**config.mk**
```make
export PLATFORM = sky130hd
export DESIGN_NAME = memRequest_flat
export DESIGN_NICKNAME = d
export VERILOG_FILES = /design/src/common/cpuPkg.sv /design/src/common/coreMemIf.sv /design/src/hdl/memRequest.sv /design/src/flat_wrapper.sv
export SDC_FILE = /design/constraint.sdc
export NUM_CORES = 1
export LEC_CHECK = 0
export ABC_CLOCK_PERIOD_IN_PS = 8100
export BUFFER_PORTS_ARGS = -buffer_cell sky130_fd_sc_hd__buf_4
export CELL_PAD_IN_SITES_DETAIL_PLACEMENT = 0
export CELL_PAD_IN_SITES_GLOBAL_PLACEMENT = 2
export CORE_ASPECT_RATIO = 1.75
export CORE_MARGIN = 2
export CORE_UTILIZATION = 23
export CTS_CLUSTER_SIZE = 25
export DETAILED_ROUTE_END_ITERATION = 10
export GPL_ROUTABILITY_DRIVEN = 1
export PLACE_DENSITY = 0.89
export SYNTH_ARGS = -nofsm -noshare
export SYNTH_HDL_FRONTEND = slang
export SYNTH_SLANG_ARGS = --single-unit
```
**constraint.sdc**
```tcl
create_clock -name clk -period 8.1 [get_ports clk]
set_input_delay 0.81 -clock clk [delete_from_list [all_inputs] [get_ports clk]]
set_output_delay 0.81 -clock clk [all_outputs]
set_load 0.05 [all_outputs]
```
**src/common/cpuPkg.sv**
```systemverilog
// RV32I subset core definitions

package cpuPkg;

  // datapath width
  localparam int xLen = 32;

  // major opcodes, instr[6:0]
  localparam logic [6:0] opR      = 7'b0110011;
  localparam logic [6:0] opImm    = 7'b0010011;
  localparam logic [6:0] opLui    = 7'b0110111;
  localparam logic [6:0] opLoad   = 7'b0000011;
  localparam logic [6:0] opStore  = 7'b0100011;
  localparam logic [6:0] opBranch = 7'b1100011;
  localparam logic [6:0] opJal    = 7'b1101111;
  localparam logic [6:0] opJalr   = 7'b1100111;

  // decoded instruction class
  typedef enum logic [3:0] {
    classR,
    classI,
    classLui,
    classLoad,
    classStore,
    classBranch,
    classJal,
    classJalr,
    classIllegal
  } instrClass;

  // alu function select
  typedef enum logic [2:0] {
    aluAdd,
    aluSub,
    aluAnd,
    aluOr,
    aluXor,
    aluSlt,
    aluPassB
  } aluOp;

  // branch compare kind
  typedef enum logic [1:0] {
    brEq,
    brNe,
    brLt
  } branchCond;

endpackage
```
**src/common/coreMemIf.sv**
```systemverilog
// Core to request unit bus

`timescale 1ns/1ns

interface coreMemIf;

  // core side requests
  logic [cpuPkg::xLen-1:0] pc;
  logic [cpuPkg::xLen-1:0] dAddr;
  logic [cpuPkg::xLen-1:0] dStore;
  logic                    dRead;
  logic                    dWrite;

  // request unit returns
  logic [cpuPkg::xLen-1:0] instr;
  logic [cpuPkg::xLen-1:0] dLoad;
  // one cycle commit strobe
  logic                    iReady;

  modport core (output pc, dAddr, dStore, dRead, dWrite,
                input instr, dLoad, iReady);

  modport request (input pc, dAddr, dStore, dRead, dWrite,
                   output instr, dLoad, iReady);

endinterface

```
**src/hdl/memRequest.sv**
```systemverilog
// Shared RAM port sequencer

`timescale 1ns/1ns

module memRequest (
  input  logic                    clk,
  input  logic                    rstN,
  input  logic                    enable,
  input  logic                    busy,
  input  logic [cpuPkg::xLen-1:0] ramLoad,
  output logic [cpuPkg::xLen-1:0] ramAddr,
  output logic [cpuPkg::xLen-1:0] ramStore,
  output logic                    ren,
  output logic                    wen,
  coreMemIf.request               mem
);

  typedef enum logic [1:0] {
    stIdle,
    stFetch,
    stData,
    stDone
  } reqState;

  reqState                 state;
  logic [cpuPkg::xLen-1:0] instrReg;
  logic [cpuPkg::xLen-1:0] loadReg;
  logic                    fetchIsMem;

  // peek at the returning opcode so the data phase follows without a gap
  assign fetchIsMem = (ramLoad[6:0] == cpuPkg::opLoad) || (ramLoad[6:0] == cpuPkg::opStore);

  always_ff @(posedge clk or negedge rstN) begin
    if (!rstN) begin
      state <= stIdle;
    end else begin
      case (state)
        stIdle:
          if (enable) state <= stFetch;
        stFetch:
          // held until busy drops
          if (!busy) state <= fetchIsMem ? stData : stDone;
        stData:
          // illegal load/store encodings skip the access
          if (!(mem.dRead || mem.dWrite) || !busy) state <= stDone;
        stDone:
          state <= enable ? stFetch : stIdle;
        default:
          state <= stIdle;
      endcase
    end
  end

  // instruction and load data latches
  always_ff @(posedge clk) begin
    if (state == stFetch && !busy) instrReg <= ramLoad;
    if (state == stData && mem.dRead && !busy) loadReg <= ramLoad;
  end

  assign ren      = (state == stFetch) || (state == stData && mem.dRead);
  assign wen      = (state == stData) && mem.dWrite;
  assign ramAddr  = (state == stFetch) ? mem.pc : mem.dAddr;
  assign ramStore = mem.dStore;

  assign mem.instr  = instrReg;
  assign mem.dLoad  = loadReg;
  assign mem.iReady = (state == stDone);

  // one access at a time on the port
  assert property (@(posedge clk) disable iff (!rstN) !(ren && wen));

  // held request keeps address and data steady under busy
  assert property (@(posedge clk) disable iff (!rstN)
    (ren || wen) && busy |=> $stable(ramAddr) && $stable(ramStore));

endmodule

```
**src/flat_wrapper.sv**
```systemverilog
// flat-port wrapper written by rule: the top's interface ports become plain ports
module memRequest_flat 
  (clk, rstN, enable, busy, ramLoad, ramAddr, ramStore, ren, wen, mem_pc, mem_dAddr, mem_dStore, mem_dRead, mem_dWrite, mem_instr, mem_dLoad, mem_iReady);
  coreMemIf mem_i ();
  input  logic clk;
  input  logic rstN;
  input  logic enable;
  input  logic busy;
  input  logic [cpuPkg::xLen-1:0] ramLoad;
  output logic [cpuPkg::xLen-1:0] ramAddr;
  output logic [cpuPkg::xLen-1:0] ramStore;
  output logic ren;
  output logic wen;
  input wire logic [$bits(mem_i.pc)-1:0] mem_pc;
  input wire logic [$bits(mem_i.dAddr)-1:0] mem_dAddr;
  input wire logic [$bits(mem_i.dStore)-1:0] mem_dStore;
  input wire logic [$bits(mem_i.dRead)-1:0] mem_dRead;
  input wire logic [$bits(mem_i.dWrite)-1:0] mem_dWrite;
  output wire logic [$bits(mem_i.instr)-1:0] mem_instr;
  output wire logic [$bits(mem_i.dLoad)-1:0] mem_dLoad;
  output wire logic [$bits(mem_i.iReady)-1:0] mem_iReady;
  assign mem_i.pc = mem_pc;
  assign mem_i.dAddr = mem_dAddr;
  assign mem_i.dStore = mem_dStore;
  assign mem_i.dRead = mem_dRead;
  assign mem_i.dWrite = mem_dWrite;
  assign mem_instr = mem_i.instr;
  assign mem_dLoad = mem_i.dLoad;
  assign mem_iReady = mem_i.iReady;
  memRequest u_core (.clk(clk), .rstN(rstN), .enable(enable), .busy(busy), .ramLoad(ramLoad), .ramAddr(ramAddr), .ramStore(ramStore), .ren(ren), .wen(wen), .mem(mem_i));
endmodule
```
* Word-level counts from Yosys, hierarchy flattened
Cells that the tools add are included.
Storage, ports and cells: register bits after elaboration 66, output and inout bits 131, logic and storage cells 30
Cells by class: eq/ne operators 8, mux-type cells 7, reduce and logical (&&, ||, !) cells 12
Operator list (count):
- two-way mux 32 bit | 1
- case mux 2 bit (4 select lines) | 1
- equality test 7 x 2 -> 1 bit (second input constant) | 1
- equality test 7 x 6 -> 1 bit (second input constant) | 1
- two-way mux 2 bit | 3
- equality test 2 bit (second input constant) | 2
- logical AND 1 bit | 4
- logical OR 1 bit | 4
- != test 2 bit (second input constant) | 2
- AND reduction 3 bit | 1
- equality test 2 x 1 -> 1 bit (second input constant) | 1
- logical NOT 1 bit | 2
- logical NOT 2 bit | 1
- two-way mux 1 bit | 2
- != test 2 x 1 -> 1 bit (second input constant) | 1

* Depth between registers and ports, before layout
depth after elaboration 5, gate-level depth with buffers 6, gate-level depth less buffers 5

* Least setup slack after synthesis
OpenSTA, ideal clock, no wires.
path kind input to register, from in mem_dRead, to reg u_core.loadReg, in the netlist u_core.mem.dLoad[0], enable pin, path buffers 0, cell stages on the path 2, path slack 5.450 ns, data required time 7.679 ns, data arrival time 2.229 ns, setup time 0.421 ns, path through nand2_1 nor2_1
On the way: longest elaborated chain between the ends 2
RTL lines:
- start, declared | line flat_wrapper.sv:17 | input wire logic [$bits(mem_i.dRead)-1:0] mem_dRead;
- logical AND 1 bit (2 in series) | line memRequest.sv:57 | if (state == stData && mem.dRead && !busy) loadReg <= ramLoad;
- end signal, assigned | line memRequest.sv:57
- end, declared | line memRequest.sv:27 | logic [cpuPkg::xLen-1:0] loadReg;
Every way passes these cells. A chain may end at the register's enable or synchronous reset.

* Worst setup path after layout
from reg u_core.state[1], to out ramAddr[0] (netlist name)
On the way: longest elaborated chain between the ends 2
RTL lines:
- start, declared | line memRequest.sv:25 | reqState state;
- start signal, assigned | line memRequest.sv:35 | state <= stIdle;
- start signal, assigned | line memRequest.sv:39 | if (enable) state <= stFetch;
- start signal, assigned | line memRequest.sv:42 | if (!busy) state <= fetchIsMem ? stData : stDone;
- equality test 2 x 1 -> 1 bit | line memRequest.sv:62 | assign ramAddr = (state == stFetch) ? mem.pc : mem.dAddr;
- two-way mux 32 bit | line memRequest.sv:62
- end, declared | line flat_wrapper.sv:10 | output logic [cpuPkg::xLen-1:0] ramAddr;
Every way passes these cells.

==> results_dict.tcl <==
set metrics [dict create \
    yosysTopAreaCellShare_pct 66.0 \
    required_ns 7.29 \
    vdd_drop_max_uv 153 \
    path_max_fanout 34 \
    fmax_mhz 315 \
    netlist_area_um2 2910 \
    portBuffers 200 \
    setup-violations-final 0 \
    tightest_slew_ns 1.07 \
    insertion_delay_ns 0.32 \
    synth-main-ff-cell "edfxtp_1" \
    cp_data_arrival_time_ns 2.37 \
    grt_pass1_vias 2062 \
    cts_buffer_depth 2 \
    worstSetupPathType "reg2out" \
    die_y_um 153 \
    ys_seq_elements 66 \
    grtUsageTotal_pct 11.3 \
    ant_nets 0 \
    initial_core_util_pct 23.4 \
    dieWidth_um 89.1 \
    power.density_nw_per_um2 361 \
    path_cells "inv_1 -> ha_2 -> mux2_2 -> buf_4" \
    async_flop_share_pct 3.03 \
    hpwlAfterDp_mm 6.67 \
    ys_top_cells_by_count "edfxtp_1, buf_4, mux2_4" \
    worst_clock_skew_ns 0.00347 \
    rows 54 \
    reg2reg_slack_ns 5.46 \
    nets 473 \
    min_period_ns 3.18 \
    yosys.cell_count.top_type "edfxtp_1" \
    r2r-start "u_core.state[1]" \
    synth_edf_count 64 \
    htree_num_levels 3 \
    vias_per_cell 3.99 \
    synthToLayoutAreaGrowth_pct 61.2 \
    io_pins 265 \
    yosys-top-cells-area "edfxtp_1, mux2_4, buf_4" \
    cts_buffers 9 \
    critPathLaunchType "register" \
    max_stage_delay_ns 0.91 \
    cts_tree "done" \
    report.final.hold_viol_count 0 \
    wl_mm 8.17 \
    crit_buf_inv 2 \
    drive_above_1_share_pct 75.2 \
    leakage_uw 0.00208 \
    synth_fp_nets 296 \
    grt_pass1_wl_mm 10.9 \
    die_area_um2 13600 \
    cts_resized 0 \
    drt_first_iter_violations 33 \
    cts_root_buf "clkbuf_16" \
    maxCapViolCount 0 \
    min_path_type "in2async" \
    cts_num_sinks 66 \
    cts_setup_buffers 0 \
    synth_cells 157 \
    synth_top_area_cell "edfxtp_1" \
    avgSynthCellArea_um2 18.5 \
    first_pass_iters 4 \
    post_synth_num_cell_types 20 \
    crit_start "u_core.state[1]" \
    cp_slowest_cell "ha_2" \
    min_period_over_period_pct 39.2 \
    gp_congestion 0.699 \
    core_um2 12400 \
    finalSetupTns_ns 0 \
    drc_errors 0 \
    vias 2024 \
    slew_headroom_pct 28.5 \
    hold_buffers 0 \
    grt_max_degree 35 \
    critPathTopFamily "adder cells" \
    clk_pin_slew_ns 0.05 \
    antenna_found_initial 0 \
    cp-end-kind "output port" \
    rsz0062_at_grt "no" \
    fill_cells 1221 \
    holdWs_ns 0.260 \
    ys_warn_count 0 \
    ys_seq_area_share_pct 67.7 \
    avgRoutedWirePerCell_um 16.1 \
    status "completed" \
    drv_slew 0 \
    grt-ovfl-total 0 \
    diodes 0 \
]
-- final cells by class --
type                    instances  area (µm²)  share of cell area (%)
multi-input cells              52         651                    13.9
repair buffers                202        1520                    32.3
well taps                     168         210                    4.48
inverters                       3        11.3                   0.240
clock inverters                 6         105                    2.24
clock buffers                  10         229                    4.88
flip-flops and latches         66        1970                    42.0
-- cells in the final DEF (no fill, tap or decap), drive strengths merged, types with 2 or more instances in the layout --
master / synthesis / final
buf: 36 / 202
edfxtp: 64 / 64
mux2: 33 / 33
clkbuf: 0 / 10
ha: 5 / 5
inv: 3 / 3
bufinv: 0 / 3
nand2: 3 / 3
nor2: 2 / 2
clkinv: 0 / 2
dfrtp: 2 / 2
-- per-stage QoR --
stage | cells | area [µm²] | total power (µW) | util (%) | setup slack (ns)
CTS | 507 | 4690 | 1720 | 37.8 | 4.86
global route | 507 | 4690 | 1770 | 37.8 | 4.73
detailed placement | 491 | 4360 | 1280 | 35.1 | 5.22
floorplan | 157 | 2910 | 1110 | - | 5.45
global placement | 491 | 4360 | 1270 | 35.1 | 5.23
finish | 507 | 4690 | 1690 | 37.8 | 4.92
-- path summary, 6_finish.rpt --
path	end	cells past startpoint
worst min-delay path	u_core.state[0]	1
worst min register to register	u_core.state[1]	1
worst max register to register	u_core.mem.instr[27]	5
worst max-delay path	ramAddr[0]	4
min in group clk	u_core.state[1]	1
max in group asynchronous	u_core.state[1]	1
-- sequential cells by signal, summed over array words and instances (netlist names) --
| register | flops |
|---|---|
| u_core.mem.dLoad | 32 |
| u_core.mem.instr | 32 |
| u_core.state | 2 |
-- logic make-up after synthesis --
group | synth area share (%)
mux | 16.8
compound gates | 1.20
fa+ha+maj | 2.15
simple gates | 1.98
flops | 67.7
buf+inv | 10.2
-- per-layer routing --
metal	wire length, µm	global-route usage [%]	vias to the layer above	part of all wire, %
met3	1580	7.34	20	19
met4	221	5.26	0	2.7
met5	0	0	-	0
met2	4080	20.1	184	50
met1	2300	9.05	916	28
li1	-	-	904	-
-- where the power goes --
part / leakage, µW / switching, µW / internal (µW)
Combinational: 0.00131 / 523 / 292
Sequential: 0.000608 / 15.3 / 434
Clock: 0.000158 / 131 / 298
Total: 0.00208 / 670 / 1020
(Power assumes the default switching activity.)
